===== src/hw/avmm_pkg.sv =====
// reconfiguration bus widths, command queue depth and credit counter sizing

package avmm_pkg;

  // ========================================
  // reconfiguration bus
  // ========================================

  // word address into the transceiver register space
  localparam int rcfg_addr_width = 10;

  // write data per bus access
  localparam int rcfg_data_width = 8;

  // ========================================
  // command queue and credits
  // ========================================

  // queue entries, also the credits the controller owns after reset
  localparam int cmd_fifo_depth = 4;

  // read and write pointer width for the queue
  localparam int cmd_ptr_width = 2;

  // occupancy counter, counts 0 up to cmd_fifo_depth
  localparam int cmd_count_width = 3;

  // credit counter, also counts 0 up to cmd_fifo_depth
  localparam int credit_width = 3;

endpackage


===== src/hw/txeq_pkg.sv =====
// tx equalization tap widths, tap mask bit positions and tap register addresses

package txeq_pkg;

  // ========================================
  // tap value widths
  // ========================================

  // main cursor, unsigned magnitude from the training engine
  localparam int main_tap_width = 6;

  // first post cursor
  localparam int post_tap_width = 6;

  // pre cursor is one bit narrower on this transceiver
  localparam int pre_tap_width = 5;

  // ========================================
  // tap update mask
  // ========================================

  // one bit per tap, set bits are the taps to rewrite
  localparam int tap_mask_width = 3;

  // bit positions inside tap_to_upd
  // the highest bit goes out first
  localparam int main_tap_bit = 2;
  localparam int post_tap_bit = 1;
  localparam int pre_tap_bit  = 0;

  // ========================================
  // transceiver register map
  // ========================================

  // pma tx equalization registers on the reconfiguration port
  // each tap sits in its own 8-bit register, value in the low bits
  localparam logic [9:0] main_tap_addr = 10'h105;
  localparam logic [9:0] post_tap_addr = 10'h106;
  localparam logic [9:0] pre_tap_addr  = 10'h107;

  // upper register bits are written as zero
  // no read-modify-write is done on these registers

endpackage


===== src/hw/avmm_cmd_fifo.sv =====
// four-entry address and data command queue between controller and write master

`timescale 1ns/1ns

module avmm_cmd_fifo
  import avmm_pkg::*;
(
  input  logic                       clk,
  input  logic                       reset,
  // push side, never refused since the controller holds the credits
  input  logic                       cmd_push,
  input  logic [rcfg_addr_width-1:0] push_addr,
  input  logic [rcfg_data_width-1:0] push_data,
  // pop side, head entry shown while not empty
  input  logic                       cmd_pop,
  output logic                       cmd_valid,
  output logic [rcfg_addr_width-1:0] cmd_addr,
  output logic [rcfg_data_width-1:0] cmd_data
);

  // ========================================
  // storage
  // ========================================

  logic [rcfg_addr_width-1:0] addr_mem [cmd_fifo_depth];
  logic [rcfg_data_width-1:0] data_mem [cmd_fifo_depth];

  logic [cmd_ptr_width-1:0]   wr_ptr;
  logic [cmd_ptr_width-1:0]   rd_ptr;
  logic [cmd_count_width-1:0] count;

  // pop only counts against a real entry
  logic                       pop_ok;

  assign cmd_valid = (count != '0);
  assign pop_ok    = cmd_pop && cmd_valid;

  // head of queue straight from the array
  assign cmd_addr = addr_mem[rd_ptr];
  assign cmd_data = data_mem[rd_ptr];

  // write port, entry visible at the head one cycle later
  always_ff @(posedge clk) begin
    if (cmd_push) begin
      addr_mem[wr_ptr] <= push_addr;
      data_mem[wr_ptr] <= push_data;
    end
  end

  // ========================================
  // pointers and occupancy
  // ========================================

  // pointers wrap naturally at four entries
  always_ff @(posedge clk or posedge reset) begin
    if (reset) begin
      wr_ptr <= '0;
      rd_ptr <= '0;
      count  <= '0;
    end else begin
      if (cmd_push) begin
        wr_ptr <= wr_ptr + cmd_ptr_width'(1);
      end
      if (pop_ok) begin
        rd_ptr <= rd_ptr + cmd_ptr_width'(1);
      end
      // push and pop together keep the count
      case ({cmd_push, pop_ok})
        2'b10:   count <= count + cmd_count_width'(1);
        2'b01:   count <= count - cmd_count_width'(1);
        default: count <= count;
      endcase
    end
  end

endmodule


===== src/hw/avmm_write_master.sv =====
// reconfiguration bus write master with wait request hold and credit return

`timescale 1ns/1ns

module avmm_write_master
  import avmm_pkg::*;
(
  input  logic                       clk,
  input  logic                       reset,
  // head of the command queue
  input  logic                       cmd_valid,
  input  logic [rcfg_addr_width-1:0] cmd_addr,
  input  logic [rcfg_data_width-1:0] cmd_data,
  output logic                       cmd_pop,
  // transceiver reconfiguration port
  output logic [rcfg_addr_width-1:0] rcfg_address,
  output logic [rcfg_data_width-1:0] rcfg_writedata,
  output logic                       rcfg_write,
  input  logic                       rcfg_waitrequest,
  // one pulse per landed write, back to the controller
  output logic                       credit_return
);

  // ========================================
  // write FSM
  // ========================================

  typedef enum logic {
    st_idle,
    st_write
  } state_t;

  state_t state;

  // take the head whenever idle and the queue has something
  assign cmd_pop = (state == st_idle) && cmd_valid;

  // write strobe is the writing state itself
  assign rcfg_write = (state == st_write);

  // the write lands in the first cycle without wait request
  assign credit_return = rcfg_write && !rcfg_waitrequest;

  always_ff @(posedge clk or posedge reset) begin
    if (reset) begin
      state <= st_idle;
    end else begin
      case (state)
        st_idle: begin
          if (cmd_valid) begin
            state <= st_write;
          end
        end
        st_write: begin
          // stay put while the port stalls us
          if (!rcfg_waitrequest) begin
            state <= st_idle;
          end
        end
        default: state <= st_idle;
      endcase
    end
  end

  // ========================================
  // bus payload
  // ========================================

  // loaded only on a pop, which only happens when idle
  // so address and data stay fixed for the whole write
  always_ff @(posedge clk) begin
    if (cmd_pop) begin
      rcfg_address   <= cmd_addr;
      rcfg_writedata <= cmd_data;
    end
  end

  // next write can pop in the cycle after completion
  // that gives one idle cycle between back to back writes

endmodule


===== src/hw/txeq_ctrl.sv =====
// tx equalization controller with request latch, tap sequencer, credit counter and busy

`timescale 1ns/1ns

module txeq_ctrl
  import avmm_pkg::*;
  import txeq_pkg::*;
(
  input  logic                       clk,
  input  logic                       reset,
  // requests from the link training engine
  input  logic                       lt_start_rc,
  input  logic [main_tap_width-1:0]  main_rc,
  input  logic [post_tap_width-1:0]  post_rc,
  input  logic [pre_tap_width-1:0]   pre_rc,
  input  logic [tap_mask_width-1:0]  tap_to_upd,
  output logic                       rc_busy,
  // credit comes back from the write master once a write has landed
  input  logic                       credit_return,
  // push side of the command queue
  output logic                       cmd_push,
  output logic [rcfg_addr_width-1:0] cmd_addr,
  output logic [rcfg_data_width-1:0] cmd_data
);

  // ========================================
  // state
  // ========================================

  // tap values captured at the accepted start
  logic [main_tap_width-1:0]  main_q;
  logic [post_tap_width-1:0]  post_q;
  logic [pre_tap_width-1:0]   pre_q;

  // taps still waiting to be pushed
  logic [tap_mask_width-1:0]  pending_mask;

  // free slots in queue plus master
  logic [credit_width-1:0]    credit_cnt;

  logic                       start_ok;
  logic                       push_ok;

  // tap picked this cycle, one-hot in mask positions
  logic [tap_mask_width-1:0]  sel_bit;
  logic [rcfg_addr_width-1:0] sel_addr;
  logic [rcfg_data_width-1:0] sel_data;

  // busy while any tap is pending or any write is still in flight
  // full credits with nothing pending means every write has completed
  assign rc_busy = (pending_mask != '0) ||
                   (credit_cnt != credit_width'(cmd_fifo_depth));

  // a start is taken only when idle and at least one tap is selected
  assign start_ok = lt_start_rc && !rc_busy && (tap_to_upd != '0);

  // one push per cycle, only with a credit in hand
  assign push_ok = (pending_mask != '0) && (credit_cnt != '0);

  // ========================================
  // tap sequencer
  // ========================================

  // fixed order main, post, pre
  // values are zero-extended to the register width
  always_comb begin
    sel_bit  = '0;
    sel_addr = '0;
    sel_data = '0;
    if (pending_mask[main_tap_bit]) begin
      sel_bit[main_tap_bit] = 1'b1;
      sel_addr = main_tap_addr;
      sel_data = rcfg_data_width'(main_q);
    end else if (pending_mask[post_tap_bit]) begin
      sel_bit[post_tap_bit] = 1'b1;
      sel_addr = post_tap_addr;
      sel_data = rcfg_data_width'(post_q);
    end else if (pending_mask[pre_tap_bit]) begin
      sel_bit[pre_tap_bit] = 1'b1;
      sel_addr = pre_tap_addr;
      sel_data = rcfg_data_width'(pre_q);
    end
  end

  // request latch, tap values only change on an accepted start
  always_ff @(posedge clk) begin
    if (start_ok) begin
      main_q <= main_rc;
      post_q <= post_rc;
      pre_q  <= pre_rc;
    end
  end

  // pending mask loads on start, loses one bit per push
  // start and push never coincide, a start needs pending empty
  always_ff @(posedge clk or posedge reset) begin
    if (reset) begin
      pending_mask <= '0;
      cmd_push     <= 1'b0;
    end else begin
      cmd_push <= push_ok;
      if (start_ok) begin
        pending_mask <= tap_to_upd;
      end else if (push_ok) begin
        pending_mask <= pending_mask & ~sel_bit;
      end
    end
  end

  // command word registered alongside cmd_push
  always_ff @(posedge clk) begin
    if (push_ok) begin
      cmd_addr <= sel_addr;
      cmd_data <= sel_data;
    end
  end

  // ========================================
  // credit counter
  // ========================================

  // spend on push, refund on completed write
  // both in one cycle leaves the count as is
  always_ff @(posedge clk or posedge reset) begin
    if (reset) begin
      credit_cnt <= credit_width'(cmd_fifo_depth);
    end else begin
      case ({push_ok, credit_return})
        2'b10:   credit_cnt <= credit_cnt - credit_width'(1);
        2'b01:   credit_cnt <= credit_cnt + credit_width'(1);
        default: credit_cnt <= credit_cnt;
      endcase
    end
  end

endmodule


===== src/hw/txeq_reconfig_top.sv =====
// tx equalization reconfiguration top level with controller, command queue and write master

`timescale 1ns/1ns

module txeq_reconfig_top
  import avmm_pkg::*;
  import txeq_pkg::*;
(
  input  logic                       clk,
  input  logic                       reset,
  // link training engine side
  input  logic                       lt_start_rc,
  input  logic [main_tap_width-1:0]  main_rc,
  input  logic [post_tap_width-1:0]  post_rc,
  input  logic [pre_tap_width-1:0]   pre_rc,
  input  logic [tap_mask_width-1:0]  tap_to_upd,
  output logic                       rc_busy,
  // transceiver reconfiguration port
  output logic [rcfg_addr_width-1:0] rcfg_address,
  output logic [rcfg_data_width-1:0] rcfg_writedata,
  output logic                       rcfg_write,
  input  logic                       rcfg_waitrequest
);

  // ========================================
  // internal wiring
  // ========================================

  // controller to queue
  logic                       cmd_push;
  logic [rcfg_addr_width-1:0] push_addr;
  logic [rcfg_data_width-1:0] push_data;

  // queue to master
  logic                       cmd_valid;
  logic                       cmd_pop;
  logic [rcfg_addr_width-1:0] head_addr;
  logic [rcfg_data_width-1:0] head_data;

  // master to controller
  logic                       credit_return;

  // sequencer and credit keeper
  txeq_ctrl u_ctrl (
    .clk           (clk),
    .reset         (reset),
    .lt_start_rc   (lt_start_rc),
    .main_rc       (main_rc),
    .post_rc       (post_rc),
    .pre_rc        (pre_rc),
    .tap_to_upd    (tap_to_upd),
    .rc_busy       (rc_busy),
    .credit_return (credit_return),
    .cmd_push      (cmd_push),
    .cmd_addr      (push_addr),
    .cmd_data      (push_data)
  );

  // command queue, sized to the credit pool
  avmm_cmd_fifo u_cmd_fifo (
    .clk       (clk),
    .reset     (reset),
    .cmd_push  (cmd_push),
    .push_addr (push_addr),
    .push_data (push_data),
    .cmd_pop   (cmd_pop),
    .cmd_valid (cmd_valid),
    .cmd_addr  (head_addr),
    .cmd_data  (head_data)
  );

  // bus side
  avmm_write_master u_write_master (
    .clk              (clk),
    .reset            (reset),
    .cmd_valid        (cmd_valid),
    .cmd_addr         (head_addr),
    .cmd_data         (head_data),
    .cmd_pop          (cmd_pop),
    .rcfg_address     (rcfg_address),
    .rcfg_writedata   (rcfg_writedata),
    .rcfg_write       (rcfg_write),
    .rcfg_waitrequest (rcfg_waitrequest),
    .credit_return    (credit_return)
  );

endmodule


===== config.mk =====
export PLATFORM = sky130hd
export DESIGN_NAME = txeq_reconfig_top
export DESIGN_NICKNAME = d
export VERILOG_FILES = /design/src/hw/avmm_pkg.sv /design/src/hw/txeq_pkg.sv /design/src/hw/avmm_cmd_fifo.sv /design/src/hw/avmm_write_master.sv /design/src/hw/txeq_ctrl.sv /design/src/hw/txeq_reconfig_top.sv
export SDC_FILE = /design/constraint.sdc
export NUM_CORES = 1
export LEC_CHECK = 0
export ABC_AREA = 1
export BUFFER_PORTS_ARGS = -buffer_cell sky130_fd_sc_hd__buf_2
export CAP_MARGIN = 20
export CORE_ASPECT_RATIO = 0.6
export CORE_UTILIZATION = 40
export CTS_BUF_LIST = sky130_fd_sc_hd__clkbuf_4 sky130_fd_sc_hd__clkbuf_8 sky130_fd_sc_hd__clkbuf_16
export CTS_CLUSTER_DIAMETER = 100
export DETAILED_ROUTE_END_ITERATION = 10
export PLACE_DENSITY_LB_ADDON = 0.3
export SETUP_SLACK_MARGIN = 0.05
export SLEW_MARGIN = 20
export SYNTH_ARGS = -nofsm -noshare
export SYNTH_HDL_FRONTEND = slang
export SYNTH_HIERARCHICAL = 1
export SYNTH_SLANG_ARGS = --single-unit

===== constraint.sdc =====
create_clock -name clk -period 2.4 [get_ports clk]
set_input_delay 0 -clock clk [delete_from_list [all_inputs] [get_ports clk]]
set_output_delay 0 -clock clk [all_outputs]
set_load 0.02 [all_outputs]

After elaboration in Yosys (flattened, before gate mapping)
Memories as Yosys holds them, arrays and structs flattened. A register that Yosys moved wholly into a read port is not among the register bits.
Cells that the tools add are included.
{"block": "totals", "ff_bits": 59, "latchBits": 0, "mem_bits_rw": 68, "rom_bits": 0, "inputBits": 24, "out_inout_bits": 20, "wordCells": 67, "memories": 2}
{"name": "u_cmd_fifo.addr_mem", "words": 4, "width": 9, "read_ports": 1, "rd_ports_with_merged_regs": 1, "write_ports": 1, "line": "avmm_cmd_fifo.sv:25", "text": "logic [rcfg_addr_width-1:0] addr_mem [cmd_fifo_depth];"}
{"name": "u_cmd_fifo.data_mem", "words": 4, "width": 8, "read_ports": 1, "rd_ports_with_merged_regs": 1, "write_ports": 1, "line": "avmm_cmd_fifo.sv:26", "text": "logic [rcfg_data_width-1:0] data_mem [cmd_fifo_depth];"}
{"block": "op_classes", "addsub": 6, "multipliers": 0, "n_div": 0, "magnitude_cmp": 0, "n_eq_ne": 5, "n_shift": 0, "muxes": 19, "n_bitwise": 3, "reduce_logical": 17}
{"cell": "6-bit 2-to-1 mux", "n": 2}
{"cell": "3-bit case mux with 2 select lines", "n": 2}
{"cell": "3-bit nonzero test", "n": 4}
{"cell": "9-bit 2-to-1 mux", "n": 1}
{"cell": "1-bit 2-to-1 mux", "n": 8}
{"cell": "3-bit by 1-bit adder with 3-bit output (second input constant)", "n": 2}
{"cell": "1-bit logical AND", "n": 6}
{"cell": "3-bit 2-to-1 mux", "n": 2}
{"cell": "2-bit nonzero test", "n": 3}
{"cell": "3-bit by 1-bit subtractor with 3-bit output (second input constant)", "n": 2}
{"cell": "5-bit 2-to-1 mux", "n": 1}
{"cell": "2-bit by 1-bit adder with 2-bit output (second input constant)", "n": 2}
{"cell": "2-bit by 1-bit == test with 1-bit output (second input constant)", "n": 2}
{"cell": "2-bit == test (second input constant)", "n": 2}
{"cell": "2-bit 2-to-1 mux", "n": 2}
{"cell": "3-bit AND", "n": 1}
{"cell": "3-bit inequality test (second input constant)", "n": 1}
{"cell": "3-bit NOT", "n": 1}
{"cell": "1-bit logical NOT", "n": 2}
{"cell": "1-bit case mux with 2 select lines", "n": 1}
{"cell": "2-bit OR reduction", "n": 1}
{"cell": "1-bit logical OR", "n": 1}
{"cell": "1-bit NOT", "n": 1}

Logic depth before layout (Yosys ltp)
{"block": "depth", "ltp_word": 7, "ltp_mapped": 14, "mapped_depth_nobuf": 14}

Modules after synthesis
Netlist, hierarchy kept.
{"mod": "avmm_cmd_fifo", "instances": 1, "cells_per_inst": 266, "area_per_inst_um2": 3326.9, "seq_area_each_um2": 2337.2}
{"mod": "txeq_ctrl", "instances": 1, "cells_per_inst": 109, "area_per_inst_um2": 1393.8, "seq_area_each_um2": 957.2}
{"mod": "avmm_write_master", "instances": 1, "cells_per_inst": 26, "area_per_inst_um2": 594.3, "seq_area_each_um2": 565.5}

Worst setup path before layout
OpenSTA, ideal clock, no wires.
{"block": "synth_path", "kind": "reg2reg", "startpoint": "reg u_cmd_fifo.count[0]", "endpoint": "reg u_cmd_fifo.count[2]", "setup_time_ns": 0.117, "arrival_time_ns": 2.049, "required_ns": 2.283, "path_slack_ns": 0.234, "path_stages_with_launch": 14, "n_path_buf": 0, "synth_period_minus_slack_ns": 2.166, "path_cell_list": "dfrtp_1 inv_1 nand3_1 nand2_2 inv_1 nand2_1 inv_1 ha_1 inv_1 fa_1 nand2_1 nand3_1 nand2_1 nand2_1"}
{"block": "synth_between", "elab_chain_len": 5, "word_cells_on_any_way": 9, "classes_between": "add/sub: 2; eq/ne: 2; mux: 1; reduce/logical: 4"}
{"item": "start, declared", "line": "avmm_cmd_fifo.sv:30", "text": "logic [cmd_count_width-1:0] count;"}
{"item": "start signal, assigned", "line": "avmm_cmd_fifo.sv:69", "text": "2'b10: count <= count + cmd_count_width'(1);"}
{"item": "start signal, assigned", "line": "avmm_cmd_fifo.sv:70", "text": "2'b01: count <= count - cmd_count_width'(1);"}
{"item": "start signal, assigned", "line": "avmm_cmd_fifo.sv:71", "text": "default: count <= count;"}
{"item": "3-bit nonzero test *", "line": "avmm_cmd_fifo.sv:35", "text": "assign cmd_valid = (count != '0);"}
{"item": "via cmd_valid", "line": "txeq_reconfig_top.sv:35", "text": "logic cmd_valid;"}
{"item": "1-bit logical AND *", "line": "avmm_write_master.sv:36", "text": "assign cmd_pop = (state == st_idle) && cmd_valid;"}
{"item": "via cmd_pop", "line": "txeq_reconfig_top.sv:36", "text": "logic cmd_pop;"}
{"item": "1-bit logical AND *", "line": "avmm_cmd_fifo.sv:36", "text": "assign pop_ok = cmd_pop && cmd_valid;"}
{"item": "via u_cmd_fifo.pop_ok", "line": "avmm_cmd_fifo.sv:33", "text": "logic pop_ok;"}
{"item": "2-bit by 1-bit == test with 1-bit output or 2-bit == test (tied branches)", "line": "avmm_cmd_fifo.sv:68", "text": "case ({cmd_push, pop_ok})"}
{"item": "3-bit case mux with 2 select lines or 2-bit nonzero test (tied branches)"}
The timed path passes the listed nets; every way through them passes the cells marked *.
A chain may end at the register's enable or synchronous reset.

Worst setup path after layout
{"block": "layout_path", "startpoint": "reg u_ctrl.pending_mask[1]", "endpoint": "reg u_ctrl.credit_cnt[2]"}
{"block": "layout_between", "elab_chain_len": 4, "word_cells_on_any_way": 6, "classes_between": "eq/ne: 2; mux: 1; reduce/logical: 3"}
{"item": "start, declared", "line": "txeq_ctrl.sv:36", "text": "logic [tap_mask_width-1:0] pending_mask;"}
{"item": "start signal, assigned", "line": "txeq_ctrl.sv:103", "text": "pending_mask <= tap_to_upd;"}
{"item": "start signal, assigned", "line": "txeq_ctrl.sv:105", "text": "pending_mask <= pending_mask & ~sel_bit;"}
{"item": "3-bit nonzero test *", "line": "txeq_ctrl.sv:58", "text": "assign push_ok = (pending_mask != '0) && (credit_cnt != '0);"}
{"item": "1-bit logical AND *", "line": "txeq_ctrl.sv:58"}
{"item": "2-bit by 1-bit == test with 1-bit output or 2-bit == test (tied branches)", "line": "txeq_ctrl.sv:128", "text": "case ({push_ok, credit_return})"}
{"item": "3-bit case mux with 2 select lines or 2-bit nonzero test (tied branches)"}
{"item": "end signal, assigned", "line": "txeq_ctrl.sv:129", "text": "2'b10: credit_cnt <= credit_cnt - credit_width'(1);"}
{"item": "end signal, assigned", "line": "txeq_ctrl.sv:130", "text": "2'b01: credit_cnt <= credit_cnt + credit_width'(1);"}
{"item": "end signal, assigned", "line": "txeq_ctrl.sv:131", "text": "default: credit_cnt <= credit_cnt;"}
{"item": "end, declared", "line": "txeq_ctrl.sv:39", "text": "logic [credit_width-1:0] credit_cnt;"}
Mark *: on every way between the ends. The rest lies on a longest branch, timed or not.

==> results.txt <==
Setup repair after global routing left no endpoint under its margin. The count of endpoints failing hold in the final timing report came to 0. The post-route setup TNS is 0 ns. The count of flip-flops with a built-in enable after synthesis is 116. The per-cell via count in the routed design is 4.55. The total inserted antenna cells came out at 0. The critical path goes through nor2_4 -> nand2_4 -> nand2_2 -> ha_1 -> inv_1 -> fa_1 -> a21oi_1 -> o21ai_0 -> xor2_1.

The synthesis warning total came out at 6. The first-pass iteration count of the detailed router came out at 5. The initial core utilization came out at 0.412. The adder-cell share of the synthesized area is 0.0217. The max-slew violation count was 0.

The count of nets after finishing came out at 512. The clock input transition at the sequential cells of the worst setup and hold paths is 0.06 ns. Post-CTS timing repair inserted 0 buffers for setup. After legalization and detailed placement, the total HPWL measured 5420 um. The routed design has 8870 um of wire. The cell count of the worst hold path came out at 6. The worst endpoint required time came out at 2.72 ns.

The area share of the leading cell type in the synthesized netlist is 0.655. The sum of overflow across all layers after global routing is 0. The area growth from synthesis to final layout came out at 22.1%.

Counting instances in the post-synthesis netlist gives the leading cell types as edfxtp_1 (116), nand2_1 (89), inv_1 (65), o211ai_1 (34), dfrtp_1 (14). The number of distinct standard cells referenced by the synthesized netlist came out at 26. The synthesis-stage register bit count came out at 131. By instance count, the leading cell after synthesis is edfxtp_1. The upper clock frequency limit came out at 497 MHz.

The core region area came out at 0.0129 mm^2. The maximum number of pins on one net before global-route repair is 74. The maximum ir drop on the vdd rail is 0.000618 V. The per-instance average area after synthesis came out at 13.3 um^2. The die is 91.3 um tall. The cell sitting at the root of the clock tree is a clkbuf_16. The worst setup path is launched from a flop. The final routed DRC violation total came out at 0. The critical path launch point is u_ctrl/pending_mask[1]. The tree built by TritonCTS fans out to 131 sinks. The number of max-capacitance violations reported came out at 0.

The final cell utilization of the core came out at 0.503. Among cell families on the critical path, the largest total delay comes from flip-flops. The compound-gate portion of the synthesized area was 0.0727.

By area, the combinational part of the netlist is dominated by simple AND/OR/NAND/NOR gates. The reg-to-reg startpoint is u_ctrl/pending_mask[1]. After technology mapping, the gate count stands at 401. The placed cell count came out at 607.

The hold path startpoint is lt_start_rc. In this run the cell area of the synthesized design comes to 0.00532 mm^2. The overall power of the completed layout is 0.00859 W.

For this design the top-level I/O count stands at 44. By area the synthesized netlist is led by edfxtp_1 (66%), dfrtp_1 (6.6%), nand2_1 (6.3%), o211ai_1 (4.8%), inv_1 (4.6%). The congestion estimate from routability-driven global placement came to 0.711. Of the cells placed in the final design, the portion with a size suffix greater than 1 is 0.195. The number of standard-cell rows in the floorplan came out at 32. The routed length per placed instance came out at 13.4 um. The cell count of the worst reg-to-reg path came out at 9. The H-tree depth reported by CTS came out at 4. TritonCTS created 17 clock buffers.

The synthesized design spends more area on one cell type than any other, namely edfxtp_1. The endpoint kind of the worst setup timing path is a flop. The global-route wire length before repair is 14900 um. Dividing the final minimum period by the clock period gives 0.838.

The slowest stage of the critical path is the dfrtp_1 cell. The path type of the worst setup path is reg2reg. The worst min-delay path class is in2reg. The initial antenna violation count is 0. Among all flip-flop cells after synthesis, the most frequent one is edfxtp_1. The setup slack on the worst flop-to-flop path is 0.39 ns.

Data on the critical path arrives at its endpoint at 2.34 ns. The number of vias in the routed layout is 3017. The number of setup violations in the final report came out at 0. The chip width is 151 um.

Along the worst path, the maximum fanout reaches 11. The clock latency at the later pin of the worst-skew pair is 0.41 ns. The die area came out at 0.0138 mm^2. The sequential area share after synthesis came out at 0.726. The run finished with clean final reports.

The number of buffers on the longest clock path came out at 2. The final worst clock skew is 0.00656 ns. The DRC marker count from the first detailed-route iteration came out at 167. The simple-gate area share of the yosys netlist came out at 0.0892. The mux contribution to synthesized area came out at 0. The count of buffers inserted at the top-level ports came out at 43.

The global-route usage over all layers came out at 0.147. Together, buffers and inverters on the worst path number 1. The worst flop-to-flop path endpoint is u_ctrl/credit_cnt[2]. The shortest period the worst path allows is 2.01 ns.

The async set or reset register ratio after synthesis is 0.115. The static leakage came out at 2.68 nW. The xor-xnor portion of the synthesized cell area came out at 0.00659. For hold timing, the worst endpoint is u_ctrl/pending_mask[1].

TritonCTS built the clock tree. On the worst path, the slowest cell contributes a delay of 0.54 ns. The number of cells in the finished layout apart from fillers came out at 663. The power density normalized to cell area is 1320 mW/mm^2. The via count of the first global-routing pass was 3079.

The count of nets left with antenna violations once routing finished came out at 0.
-- cells in the final DEF, fill, tap and decap left out, types with 3 or more instances in the layout --
cell / count
nor2_4: 3
a21oi_1: 3
inv_2: 4
ha_1: 6
nand2_2: 4
clkinv_1: 3
inv_1: 65
o211ai_1: 34
o21ai_0: 9
nor2_1: 5
edfxtp_1: 116
nand3_1: 9
a22oi_1: 5
bufinv_16: 3
dlygate4sd3_1: 24
clkbuf_16: 17
clkinvlp_4: 3
clkinv_2: 3
conb_1: 8
dfrtp_1: 14
nand2_1: 89
buf_4: 7
buf_2: 43
-- layer usage --
metal,vias up,global-route usage,part of all wire
met4,0,0.0458,0.0072
li1,1515,-,-
met1,1433,0.195,0.50
met2,61,0.222,0.44
met5,-,0,0
met3,8,0.0573,0.053
-- sequential cells by signal (all words and copies together) (netlist names), 2 cells and up --
name,cells
u_cmd_fifo/addr_mem,40
u_cmd_fifo/count,3
u_cmd_fifo/data_mem,32
u_cmd_fifo/rd_ptr,2
u_cmd_fifo/wr_ptr,2
u_ctrl/cmd_addr,3
u_ctrl/cmd_data,6
u_ctrl/credit_cnt,3
u_ctrl/main_q,6
u_ctrl/pending_mask,3
u_ctrl/post_q,6
u_ctrl/pre_q,5
u_write_master/rcfg_address,10
u_write_master/rcfg_writedata,8
-- per-stage QoR --
stage                     cell area (um^2)  setup slack (ns)  hold WS [ns]
after floorplan                       5340             0.234        -0.271
after global placement                5660             0.437        -0.127
after detailed placement              5660             0.412        -0.120
after CTS                             6490             0.405        0.0504
after global routing                  6490             0.237        0.0952
final                                 6490             0.388        0.0572
-- how the worst max path moves through the flow --
stage | to | slack (ns) | cells after the start
4_1_cts | u_ctrl/credit_cnt[2] | 0.40 | 9
5_1_grt | u_ctrl/credit_cnt[2] | 0.24 | 9
3_5_place_dp | u_ctrl/credit_cnt[2] | 0.41 | 9
6_report | u_ctrl/credit_cnt[2] | 0.39 | 9
3_3_place_gp | u_ctrl/credit_cnt[2] | 0.44 | 9
2_1_floorplan | u_cmd_fifo/count[2] | 0.23 | 13
-- where the power goes --
group / internal [W] / switching (W)
combinational: 0.000768 / 0.00159
clock: 0.00162 / 0.000922
sequential: 0.00340 / 0.000296
-- cell type report --
type                    count  area (um^2)
fillers                  1120         6400
flip-flops and latches    131         3860
multi-input cells         186         1040
repair buffers             75          528
clock buffers              17          425
inverters                  69          259
well taps                 170          213
clock inverters            15          165
-- kinds of logic (layout without fill, tap and decap cells) --
group | count (synthesis) | count (layout)
xor gates and xnor gates | 4 | 4
AOI/OAI and AO/OA | 54 | 54
buffers and inverters | 91 | 176
and+or+nand+nor | 112 | 112
DFF | 131 | 131
other | 1 | 8
adders and majority gates | 8 | 8
-- tightest hold or removal path, cell delays in order --
cell	delay, ns
buf_2	0.10
inv_1	0.04
a21oi_1	0.04
nand2_2	0.09
nand3_1	0.07
nand2_1	0.08
-- repair_timing --
action / 4_1_cts / 5_1_grt
endpoints found under the setup margin: 0 / 0
hold buffers: 24 / 0
hold endpoints to repair: 36 / 0
resized for setup: 0 / 0
Power figures use the tool's default switching activity.
